## src/echo_pkg.sv

```systemverilog
//~~~~~~~~~~~~~~~~~~~~~~~~~~~~~~~~~~~~~~~~~~~~~~~~~~~~~~~~~~~~
// reply framing characters
// echo controller state encoding
//~~~~~~~~~~~~~~~~~~~~~~~~~~~~~~~~~~~~~~~~~~~~~~~~~~~~~~~~~~~~
package echo_pkg;

	// reply is "&&" + body + CR LF
	localparam logic [7:0] MARK_CHAR = 8'h26;
	localparam logic [7:0] CR_CHAR   = 8'h0D;
	localparam logic [7:0] LF_CHAR   = 8'h0A;

	typedef enum logic [2:0] {
		ST_IDLE      = 3'd0,
		ST_COLLECT   = 3'd1, // line open, gap timer running
		ST_SEND_HEAD = 3'd2,
		ST_SEND_BODY = 3'd3,
		ST_SEND_TAIL = 3'd4,
		ST_DONE      = 3'd5  // last frame draining, then clear
	} echo_state_t;

endpackage

```

## src/uart_pkg.sv

```systemverilog
//~~~~~~~~~~~~~~~~~~~~~~~~~~~~~~~~~~~~~~~~~~~~~~~~~~~~~~~~~~~~
// serial frame constants shared by receiver and transmitter
// receive status encoding
//~~~~~~~~~~~~~~~~~~~~~~~~~~~~~~~~~~~~~~~~~~~~~~~~~~~~~~~~~~~~
package uart_pkg;

	// 8N1 frames only
	localparam int DATA_BITS = 8;

	localparam logic LINE_IDLE = 1'b1; // mark level

	// outcome of one received frame
	typedef enum logic [1:0] {
		RX_NONE      = 2'd0,
		RX_GOOD      = 2'd1,
		RX_FRAME_ERR = 2'd2 // stop bit sampled low
	} rx_status_t;

endpackage
```

## src/line_buf_if.sv

```systemverilog
//~~~~~~~~~~~~~~~~~~~~~~~~~~~~~~~~~~~~~~~~~~~~~~~~~~~~~~~~~~~~
// line buffer access bundle, controller and storage views
//~~~~~~~~~~~~~~~~~~~~~~~~~~~~~~~~~~~~~~~~~~~~~~~~~~~~~~~~~~~~
`timescale 1ns/1ps

interface line_buf_if #(
	parameter int BUF_DEPTH = 64
);

	localparam int AW = $clog2(BUF_DEPTH);

	logic          wr_en;
	logic [7:0]    wr_data;
	logic          clear;   // empties buffer on next clock
	logic [AW:0]   count;   // 0 .. BUF_DEPTH
	logic [AW:0]   rd_idx;  // same width as count for end compare
	logic [7:0]    rd_data; // combinational from rd_idx

	modport ctrl (
		output wr_en, wr_data, clear, rd_idx,
		input  count, rd_data
	);

	modport buffer (
		input  wr_en, wr_data, clear, rd_idx,
		output count, rd_data
	);

endinterface

```

## src/uart_echo_top.sv

```systemverilog
//~~~~~~~~~~~~~~~~~~~~~~~~~~~~~~~~~~~~~~~~~~~~~~~~~~~~~~~~~~~~
// UART line echo top level
// receiver, gap timer, line buffer, controller, transmitter
//~~~~~~~~~~~~~~~~~~~~~~~~~~~~~~~~~~~~~~~~~~~~~~~~~~~~~~~~~~~~
`timescale 1ns/1ps

module uart_echo_top #(
	parameter int CLKS_PER_BIT = 434,
	parameter int GAP_CLKS     = 50000,
	parameter int BUF_DEPTH    = 64     // power of two
) (
	input  logic sys_clk,
	input  logic sys_rst_n,
	input  logic uart_rx_pin,
	output logic uart_tx_pin,
	output logic busy
);

	logic [7:0]           rx_data;
	uart_pkg::rx_status_t rx_status;
	logic                 gap_run;
	logic                 gap_restart;
	logic                 gap_expired;
	logic                 tx_start;
	logic [7:0]           tx_data;
	logic                 tx_ready;

	line_buf_if #(.BUF_DEPTH(BUF_DEPTH)) lb_if ();

	uart_rx #(.CLKS_PER_BIT(CLKS_PER_BIT)) u_rx (
		.sys_clk   (sys_clk),
		.sys_rst_n (sys_rst_n),
		.rx_pin    (uart_rx_pin),
		.rx_data   (rx_data),
		.rx_status (rx_status)
	);

	gap_timer #(.GAP_CLKS(GAP_CLKS)) u_gap (
		.sys_clk     (sys_clk),
		.sys_rst_n   (sys_rst_n),
		.gap_run     (gap_run),
		.gap_restart (gap_restart),
		.gap_expired (gap_expired)
	);

	line_buffer #(.BUF_DEPTH(BUF_DEPTH)) u_buf (
		.sys_clk   (sys_clk),
		.sys_rst_n (sys_rst_n),
		.lb        (lb_if.buffer)
	);

	echo_ctrl u_ctrl (
		.sys_clk     (sys_clk),
		.sys_rst_n   (sys_rst_n),
		.rx_data     (rx_data),
		.rx_status   (rx_status),
		.gap_expired (gap_expired),
		.tx_ready    (tx_ready),
		.gap_run     (gap_run),
		.gap_restart (gap_restart),
		.tx_start    (tx_start),
		.tx_data     (tx_data),
		.busy        (busy),
		.lb          (lb_if.ctrl)
	);

	uart_tx #(.CLKS_PER_BIT(CLKS_PER_BIT)) u_tx (
		.sys_clk   (sys_clk),
		.sys_rst_n (sys_rst_n),
		.tx_start  (tx_start),
		.tx_data   (tx_data),
		.tx_pin    (uart_tx_pin),
		.tx_ready  (tx_ready)
	);

endmodule

```

## src/echo_ctrl.sv

```systemverilog
//~~~~~~~~~~~~~~~~~~~~~~~~~~~~~~~~~~~~~~~~~~~~~~~~~~~~~~~~~~~~
// echo controller FSM
// collects bytes, then sends "&&" + line + CR LF
//~~~~~~~~~~~~~~~~~~~~~~~~~~~~~~~~~~~~~~~~~~~~~~~~~~~~~~~~~~~~
`timescale 1ns/1ps

module echo_ctrl (
	input  logic                 sys_clk,
	input  logic                 sys_rst_n,
	input  logic [7:0]           rx_data,
	input  uart_pkg::rx_status_t rx_status,
	input  logic                 gap_expired,
	input  logic                 tx_ready,
	output logic                 gap_run,
	output logic                 gap_restart,
	output logic                 tx_start,
	output logic [7:0]           tx_data,
	output logic                 busy,
	line_buf_if.ctrl             lb
);

	echo_pkg::echo_state_t state;
	logic                  sub_idx; // which of the two head / tail bytes
	logic                  accept;
	logic                  rx_good;
	logic                  tx_free;
	logic                  tx_load;
	logic [7:0]            tx_byte;

	assign accept  = (state == echo_pkg::ST_IDLE) || (state == echo_pkg::ST_COLLECT);
	assign rx_good = (rx_status == uart_pkg::RX_GOOD);
	// ready stays high during the strobe cycle itself
	assign tx_free = tx_ready && !tx_start;

	assign lb.wr_en   = accept && rx_good; // frame errors never stored
	assign lb.wr_data = rx_data;
	assign lb.clear   = (state == echo_pkg::ST_DONE) && tx_free;

	assign gap_run     = (state == echo_pkg::ST_COLLECT);
	assign gap_restart = accept && rx_good;
	assign busy        = !accept;

	// next reply byte and when it goes out
	always_comb begin
		tx_load = 1'b0;
		tx_byte = echo_pkg::MARK_CHAR;
		case (state)
			echo_pkg::ST_SEND_HEAD: tx_load = tx_free;
			echo_pkg::ST_SEND_BODY: begin
				tx_load = tx_free && (lb.rd_idx != lb.count);
				tx_byte = lb.rd_data;
			end
			echo_pkg::ST_SEND_TAIL: begin
				tx_load = tx_free;
				tx_byte = sub_idx ? echo_pkg::LF_CHAR : echo_pkg::CR_CHAR;
			end
			default: tx_load = 1'b0;
		endcase
	end

	always_ff @(posedge sys_clk or negedge sys_rst_n) begin
		if (!sys_rst_n) begin
			state     <= echo_pkg::ST_IDLE;
			sub_idx   <= 1'b0;
			tx_start  <= 1'b0;
			lb.rd_idx <= '0;
		end else begin
			tx_start <= tx_load;
			case (state)
				echo_pkg::ST_IDLE: begin
					if (rx_good)
						state <= echo_pkg::ST_COLLECT;
				end
				echo_pkg::ST_COLLECT: begin
					sub_idx <= 1'b0;
					if (gap_expired)
						state <= echo_pkg::ST_SEND_HEAD;
				end
				echo_pkg::ST_SEND_HEAD: begin
					if (tx_load) begin
						sub_idx <= ~sub_idx;
						if (sub_idx) begin
							state     <= echo_pkg::ST_SEND_BODY;
							lb.rd_idx <= '0;
						end
					end
				end
				echo_pkg::ST_SEND_BODY: begin
					if (lb.rd_idx == lb.count)
						state <= echo_pkg::ST_SEND_TAIL; // sub_idx back to 0 here
					else if (tx_load)
						lb.rd_idx <= lb.rd_idx + 1'b1;
				end
				echo_pkg::ST_SEND_TAIL: begin
					if (tx_load) begin
						sub_idx <= ~sub_idx;
						if (sub_idx)
							state <= echo_pkg::ST_DONE;
					end
				end
				default: begin // done, wait for LF to leave the pin
					if (tx_free)
						state <= echo_pkg::ST_IDLE;
				end
			endcase
		end
	end

	always_ff @(posedge sys_clk) begin
		if (tx_load)
			tx_data <= tx_byte;
	end

endmodule

```

## src/line_buffer.sv

```systemverilog
//~~~~~~~~~~~~~~~~~~~~~~~~~~~~~~~~~~~~~~~~~~~~~~~~~~~~~~~~~~~~
// line byte storage with saturating write count
// indexed combinational read, one clock clear
//~~~~~~~~~~~~~~~~~~~~~~~~~~~~~~~~~~~~~~~~~~~~~~~~~~~~~~~~~~~~
`timescale 1ns/1ps

module line_buffer #(
	parameter int BUF_DEPTH = 64
) (
	input logic        sys_clk,
	input logic        sys_rst_n,
	line_buf_if.buffer lb
);

	localparam int AW = $clog2(BUF_DEPTH);
	localparam logic [AW:0] FULL_CNT = (AW+1)'(BUF_DEPTH);

	logic [uart_pkg::DATA_BITS-1:0] mem [BUF_DEPTH];
	logic                           wr_ok;

	assign wr_ok = lb.wr_en && !lb.clear && (lb.count != FULL_CNT); // overflow drops

	always_ff @(posedge sys_clk or negedge sys_rst_n) begin
		if (!sys_rst_n)
			lb.count <= '0;
		else if (lb.clear)
			lb.count <= '0;
		else if (wr_ok)
			lb.count <= lb.count + 1'b1;
	end

	always_ff @(posedge sys_clk) begin
		if (wr_ok)
			mem[lb.count[AW-1:0]] <= lb.wr_data;
	end

	assign lb.rd_data = mem[lb.rd_idx[AW-1:0]];

endmodule

```

## src/gap_timer.sv

```systemverilog
//~~~~~~~~~~~~~~~~~~~~~~~~~~~~~~~~~~~~~~~~~~~~~~~~~~~~~~~~~~~~
// restartable idle gap timer, one pulse per quiet period
//~~~~~~~~~~~~~~~~~~~~~~~~~~~~~~~~~~~~~~~~~~~~~~~~~~~~~~~~~~~~
`timescale 1ns/1ps

module gap_timer #(
	parameter int GAP_CLKS = 50000
) (
	input  logic sys_clk,
	input  logic sys_rst_n,
	input  logic gap_run,
	input  logic gap_restart,
	output logic gap_expired
);

	localparam int GW = $clog2(GAP_CLKS + 1);
	localparam logic [GW-1:0] GAP_TERM = GW'(GAP_CLKS);
	localparam logic [GW-1:0] GAP_LAST = GW'(GAP_CLKS - 1);

	logic [GW-1:0] gap_cnt;

	always_ff @(posedge sys_clk or negedge sys_rst_n) begin
		if (!sys_rst_n) begin
			gap_cnt     <= '0;
			gap_expired <= 1'b0;
		end else begin
			gap_expired <= gap_run && !gap_restart && (gap_cnt == GAP_LAST);
			if (!gap_run || gap_restart)
				gap_cnt <= '0;
			else if (gap_cnt != GAP_TERM) // parks at terminal, no repeat pulse
				gap_cnt <= gap_cnt + 1'b1;
		end
	end

endmodule

```

## src/uart_tx.sv

```systemverilog
//~~~~~~~~~~~~~~~~~~~~~~~~~~~~~~~~~~~~~~~~~~~~~~~~~~~~~~~~~~~~
// UART transmitter, 8N1, LSB first
// start strobe in, ready level while idle
//~~~~~~~~~~~~~~~~~~~~~~~~~~~~~~~~~~~~~~~~~~~~~~~~~~~~~~~~~~~~
`timescale 1ns/1ps

module uart_tx #(
	parameter int CLKS_PER_BIT = 434
) (
	input  logic       sys_clk,
	input  logic       sys_rst_n,
	input  logic       tx_start,
	input  logic [7:0] tx_data,
	output logic       tx_pin,
	output logic       tx_ready
);

	localparam int FW = uart_pkg::DATA_BITS + 2; // start + data + stop
	localparam int CW = $clog2(CLKS_PER_BIT);
	localparam int NW = $clog2(FW);
	localparam logic [CW-1:0] BIT_END  = CW'(CLKS_PER_BIT - 1);
	localparam logic [NW-1:0] LAST_BIT = NW'(FW - 1);

	logic          busy_q;
	logic [FW-1:0] shift_q;
	logic [CW-1:0] clk_cnt;
	logic [NW-1:0] bit_cnt;

	always_ff @(posedge sys_clk or negedge sys_rst_n) begin
		if (!sys_rst_n) begin
			busy_q  <= 1'b0;
			shift_q <= {FW{uart_pkg::LINE_IDLE}}; // holds the pin at idle
			clk_cnt <= '0;
			bit_cnt <= '0;
		end else if (!busy_q) begin
			if (tx_start) begin
				busy_q  <= 1'b1;
				shift_q <= {uart_pkg::LINE_IDLE, tx_data, ~uart_pkg::LINE_IDLE};
				clk_cnt <= '0;
				bit_cnt <= '0;
			end
		end else if (clk_cnt == BIT_END) begin
			clk_cnt <= '0;
			shift_q <= {uart_pkg::LINE_IDLE, shift_q[FW-1:1]};
			bit_cnt <= bit_cnt + 1'b1;
			if (bit_cnt == LAST_BIT)
				busy_q <= 1'b0; // stop bit fully sent
		end else begin
			clk_cnt <= clk_cnt + 1'b1;
		end
	end

	assign tx_pin   = shift_q[0];
	assign tx_ready = ~busy_q;

endmodule

```

## src/uart_rx.sv

```systemverilog
//~~~~~~~~~~~~~~~~~~~~~~~~~~~~~~~~~~~~~~~~~~~~~~~~~~~~~~~~~~~~
// oversampled UART receiver, 8N1, LSB first
// start bit confirmed at mid-bit, stop bit checked
//~~~~~~~~~~~~~~~~~~~~~~~~~~~~~~~~~~~~~~~~~~~~~~~~~~~~~~~~~~~~
`timescale 1ns/1ps

module uart_rx #(
	parameter int CLKS_PER_BIT = 434
) (
	input  logic                 sys_clk,
	input  logic                 sys_rst_n,
	input  logic                 rx_pin,
	output logic [7:0]           rx_data,
	output uart_pkg::rx_status_t rx_status
);

	localparam int CW = $clog2(CLKS_PER_BIT);
	localparam int BW = $clog2(uart_pkg::DATA_BITS);
	localparam logic [CW-1:0] BIT_END  = CW'(CLKS_PER_BIT - 1);
	localparam logic [CW-1:0] HALF_END = CW'(CLKS_PER_BIT / 2 - 1);
	localparam logic [BW-1:0] LAST_BIT = BW'(uart_pkg::DATA_BITS - 1);

	localparam logic [1:0] S_HUNT  = 2'd0,
	                       S_START = 2'd1,
	                       S_DATA  = 2'd2,
	                       S_STOP  = 2'd3;

	logic          rx_meta;
	logic          rx_sync;
	logic          rx_prev;
	logic [1:0]    state;
	logic [CW-1:0] clk_cnt;
	logic [BW-1:0] bit_idx;
	logic [7:0]    shift_q;

	// two flop synchroniser plus edge history
	always_ff @(posedge sys_clk or negedge sys_rst_n) begin
		if (!sys_rst_n) begin
			rx_meta <= uart_pkg::LINE_IDLE;
			rx_sync <= uart_pkg::LINE_IDLE;
			rx_prev <= uart_pkg::LINE_IDLE;
		end else begin
			rx_meta <= rx_pin;
			rx_sync <= rx_meta;
			rx_prev <= rx_sync;
		end
	end

	always_ff @(posedge sys_clk or negedge sys_rst_n) begin
		if (!sys_rst_n) begin
			state     <= S_HUNT;
			clk_cnt   <= '0;
			bit_idx   <= '0;
			rx_status <= uart_pkg::RX_NONE;
		end else begin
			rx_status <= uart_pkg::RX_NONE;
			case (state)
				S_HUNT: begin
					clk_cnt <= '0;
					if (rx_prev && !rx_sync) // falling edge only
						state <= S_START;
				end
				S_START: begin
					if (clk_cnt == HALF_END) begin
						clk_cnt <= '0;
						bit_idx <= '0;
						// glitch shorter than half a bit goes back to hunting
						state   <= (rx_sync == uart_pkg::LINE_IDLE) ? S_HUNT : S_DATA;
					end else begin
						clk_cnt <= clk_cnt + 1'b1;
					end
				end
				S_DATA: begin
					if (clk_cnt == BIT_END) begin
						clk_cnt <= '0;
						bit_idx <= bit_idx + 1'b1;
						if (bit_idx == LAST_BIT)
							state <= S_STOP;
					end else begin
						clk_cnt <= clk_cnt + 1'b1;
					end
				end
				default: begin // S_STOP
					if (clk_cnt == BIT_END) begin
						clk_cnt   <= '0;
						state     <= S_HUNT;
						rx_status <= (rx_sync == uart_pkg::LINE_IDLE) ?
						             uart_pkg::RX_GOOD : uart_pkg::RX_FRAME_ERR;
					end else begin
						clk_cnt <= clk_cnt + 1'b1;
					end
				end
			endcase
		end
	end

	// data bits shift in from the top
	always_ff @(posedge sys_clk) begin
		if (state == S_DATA && clk_cnt == BIT_END)
			shift_q <= {rx_sync, shift_q[7:1]};
	end

	assign rx_data = shift_q;

endmodule

```

## config.mk

```make
export PLATFORM = sky130hd
export DESIGN_NAME = uart_echo_top
export DESIGN_NICKNAME = d
export VERILOG_FILES = /design/src/echo_pkg.sv /design/src/uart_pkg.sv /design/src/line_buf_if.sv /design/src/uart_echo_top.sv /design/src/echo_ctrl.sv /design/src/line_buffer.sv /design/src/gap_timer.sv /design/src/uart_tx.sv /design/src/uart_rx.sv
export SDC_FILE = /design/constraint.sdc
export NUM_CORES = 1
export LEC_CHECK = 0
export BUFFER_PORTS_ARGS = -buffer_cell sky130_fd_sc_hd__buf_2
export CAP_MARGIN = 0
export CORE_UTILIZATION = 43
export CTS_CLUSTER_SIZE = 12
export DETAILED_ROUTE_END_ITERATION = 16
export GPL_TIMING_DRIVEN = 0
export PLACE_DENSITY = 0.6
export SLEW_MARGIN = 10
export SYNTH_ARGS = -nofsm -noshare
export SYNTH_HDL_FRONTEND = slang
export SYNTH_SLANG_ARGS = --single-unit
```

## constraint.sdc

```tcl
create_clock -name sys_clk -period 3.51 [get_ports sys_clk]
set_clock_uncertainty 0.1 [all_clocks]
set_input_delay 0.351 -clock sys_clk [delete_from_list [all_inputs] [get_ports sys_clk]]
set_output_delay 0.351 -clock sys_clk [all_outputs]
set_load 0.005 [all_outputs]
```

==> summary.md <==
| Metric | Value |
|---|---|
| Most frequent cell after synthesis | edfxtp_1 |
| Initial Util | 43.5% |
| Critical Path RT | 3.73 ns |
| Core Rows | 87 |
| Area Overhead vs Synth | 13.9% |
| Synth cell types | 66 |
| First-pass GRT wire length | 91400 um |
| DP Wirelength | 41200 um |
| Clock buffer depth | 3 |
| Top cells by count, synth | edfxtp_1, mux4_2, nor2_1, nand2_1, dfrtp_1 |
| Pwr Density | 521 nW/um^2 |
| CTS Root Cell | clkbuf_16 |
| Die footprint | 57900 um^2 |
| Pre-antenna DRT Iters | 5 |
| Static Leak | 8.91 nW |
| Max cap viols | 0 |
| Residual DRC count | 0 |
| Remaining antenna violation count after routing | 0 |
| Mapped Cells | 1366 |
| Gr usage total | 22.4% |
| Setup tns final | 0 ns |
| Placed cells | 2144 |
| Power, Total | 14.5 mW |
| Number of synthesis warnings | 0 |
| HP Class | in -> async |
| Finish-stage setup viols | 0 |
| Outcome | complete, no violations |
| WL final | 62200 um |
| Initial antenna violation count | 0 |
| Largest net degree at the start of global routing | 50 |
| Number of fill cells | 4595 |
| I/O pin count | 5 |
| CP max stage delay | 0.54 ns |
| Number of global-route vias before repair | 13300 |
| Number of flops mapped to enable cells by yosys | 528 |
| Tightest Pin Transition | 0.990 ns |
| Seq/Total Area, Yosys | 72.8% |
| WP data arrival | 3.69 ns |
| Global route overflow | 0 |
| # H-tree levels | 3 |
| Slowest CP cell | buf_2 |
| WL/cell | 27.6 um |
| CP Launch Type | flip-flop |
| Mapped cell area | 24500 um^2 |
| Ys async rst share | 12.9% |
| Critical Path, Cell by Cell | buf_2 -> buf_2 -> buf_2 -> mux4_2 -> a22oi_1 -> nand3_1 -> a211oi_1 -> o21ai_0 |
| Synth area leader | edfxtp_1 |
| Post-synth top area share | 64.8% |
| Share of post-route cells with drive strength above 1 | 20.4% |
| RSZ-0062 raised after global routing | false |
| Slew Viols, Final | 0 |
| FMAX | 0.288 GHz |
| CTS tree | built |
| Port bufs | 4 |
| Final instance area | 27900 um^2 |
| Die Y-Extent | 241 um |
| Fin crit share | 99.0% |
| Crit Path Class | reg -> reg |
| Final RePlAce weighted congestion | 0.950 |
| Floorplan die width | 241 um |
| Clock Latency Late Sink | 0.60 ns |
| Post CTS Setup Buffer Count | 0 |
| Final Hold Fails | 0 |
| Core Area | 56300 um^2 |
| Peak VDD IR | 0.318 mV |
| Clock sinks | 606 |
| Avg Cell Area, Syn | 17.9 um^2 |
| Final nets | 1479 |
| Clk pin slew, worst setup/hold paths | 0.06 ns |
| Iteration-0 DRC count of the detailed router | 1498 |
| Final cell count without fillers | 2253 |
| Synth area leaders | edfxtp_1, mux4_2, dfrtp_1 |
| # diodes | 0 |
| Synth Register Bits | 606 |
| Placed Area | 25800 um^2 |
| Post-layout min period | 3.48 ns |
| Synth Flop Type | edfxtp_1 |
| Post-Syn Nets | 1387 |
| CP endpoint kind | flip-flop |
| Cts bufs inserted | 66 |
| Routed vias | 13300 |
| CP max FO | 10 |
| Slew headroom | 33.7% |
| Vias per cell | 5.88 |
| Crit-path most repeated cell | buf_2 |
[sequential cells by signal (all words and copies together) (netlist names)]
signal and flops:
u_ctrl.tx_start 1, u_buf.mem 512, u_gap.gap_cnt 16, u_rx.state 2
u_rx.rx_prev 1, u_ctrl.tx_data 8, u_tx.shift_q 9, u_rx.rx_meta 1
u_ctrl.state 3, u_rx.rx_status 2, u_tx.bit_cnt 4, u_ctrl.sub_idx 1
u_rx.rx_sync 1, u_rx.bit_idx 3, u_rx.rx_data 8, u_tx.busy_q 1
u_gap.gap_expired 1, u_ctrl.lb.rd_idx 7, u_rx.clk_cnt 9, u_buf.lb.count 7
u_tx.clk_cnt 9
[per-layer routing]
metal / routed length [um] / global-route usage, %
met5: 0 / 0
met4: 2150 / 7.78
met3: 4700 / 5.26
met2: 29400 / 35.1
met1: 26000 / 30.9
[area by class of cell]
class,instances,area (um^2),share of cell area (%)
multi-input combinational,668,6260,22.5
tap,756,946,3.39
sequential,606,17800,63.9
clock inverter,22,196,0.705
clock buffer,85,1790,6.40
buffer,69,364,1.31
inverter,23,86.3,0.310
timing repair buffer,24,418,1.50
[worst max-delay path, delay by kind of cell (launching register included)]
kind	cells	cell delay, ns
buffers and inverters	3	1.14
AOI/OAI and AO/OA	3	0.96
muxes	1	0.43
DFF	1	0.34
and+or+nand+nor	1	0.19
[cell usage in the layout (no fill, tap or decap), types with 12 or more instances in the layout]
master,Yosys,final
a21oi_1,18,18
a22oi_1,18,18
buf_2,20,14
clkbuf_1,35,45
clkbuf_16,0,68
dfrtp_1,66,66
dfstp_2,12,12
edfxtp_1,528,528
ha_1,18,18
inv_1,23,23
mux2i_1,35,35
mux4_2,128,128
nand2_1,70,70
nand3_1,28,28
nor2_1,117,114
o21ai_0,42,42
xor2_1,24,24
[timing repair]
action,in CTS,in global routing
endpoints found under the hold margin,74,0
gates resized for setup,13,19
endpoints found under the setup margin,8,30
hold buffers,2,0
[worst paths after layout]
path,slack (ns),end,start,cells after the start
max in group asynchronous,2.50,u_rx.rx_meta,sys_rst_n,3
min in group sys_clk,0.26,u_rx.rx_sync,u_rx.rx_meta,0
min reg2reg,0.26,u_rx.rx_sync,u_rx.rx_meta,0
max reg2reg,0.03,u_ctrl.tx_data[3],u_ctrl.lb.rd_idx[1],8
min,0.15,u_tx.bit_cnt[2],sys_rst_n,2
max,0.03,u_ctrl.tx_data[3],u_ctrl.lb.rd_idx[1],8
[power breakdown]
| group | leakage [nW] | switching (mW) | internal [mW] |
|---|---|---|---|
| registers | 5.78 | 0.0437 | 7.77 |
| clock network | 0.960 | 2.74 | 3.73 |
| logic | 2.16 | 0.150 | 0.0932 |
| total | 8.91 | 2.93 | 11.6 |
[cell families (layout without fill, tap and decap cells)]
group | after synthesis | in the layout | share of synthesized area (%)
buffers and inverters | 92 | 223 | 1.65
AO/OA/AOI/OAI | 144 | 144 | 4.00
multiplexers | 172 | 172 | 13.6
XOR/XNOR | 34 | 34 | 1.22
AND/OR/NAND/NOR | 300 | 300 | 5.77
adder cells (fa/ha/maj) | 18 | 18 | 0.920
flip-flops | 606 | 606 | 72.8
[stage by stage]
| step | utilization [%] | hold WS, ns | setup WS (ns) |
|---|---|---|---|
| after CTS | 49.5 | 0.131 | 0.0164 |
| after global placement | 45.2 | 0.248 | -0.354 |
| final | 49.5 | 0.146 | 0.0340 |
| after detailed placement | 45.9 | 0.229 | -0.336 |
| after floorplan | - | -0.0446 | 1.01 |
| after global routing | 49.5 | 0.185 | 0.0195 |
Power figures use the tool's default switching activity.
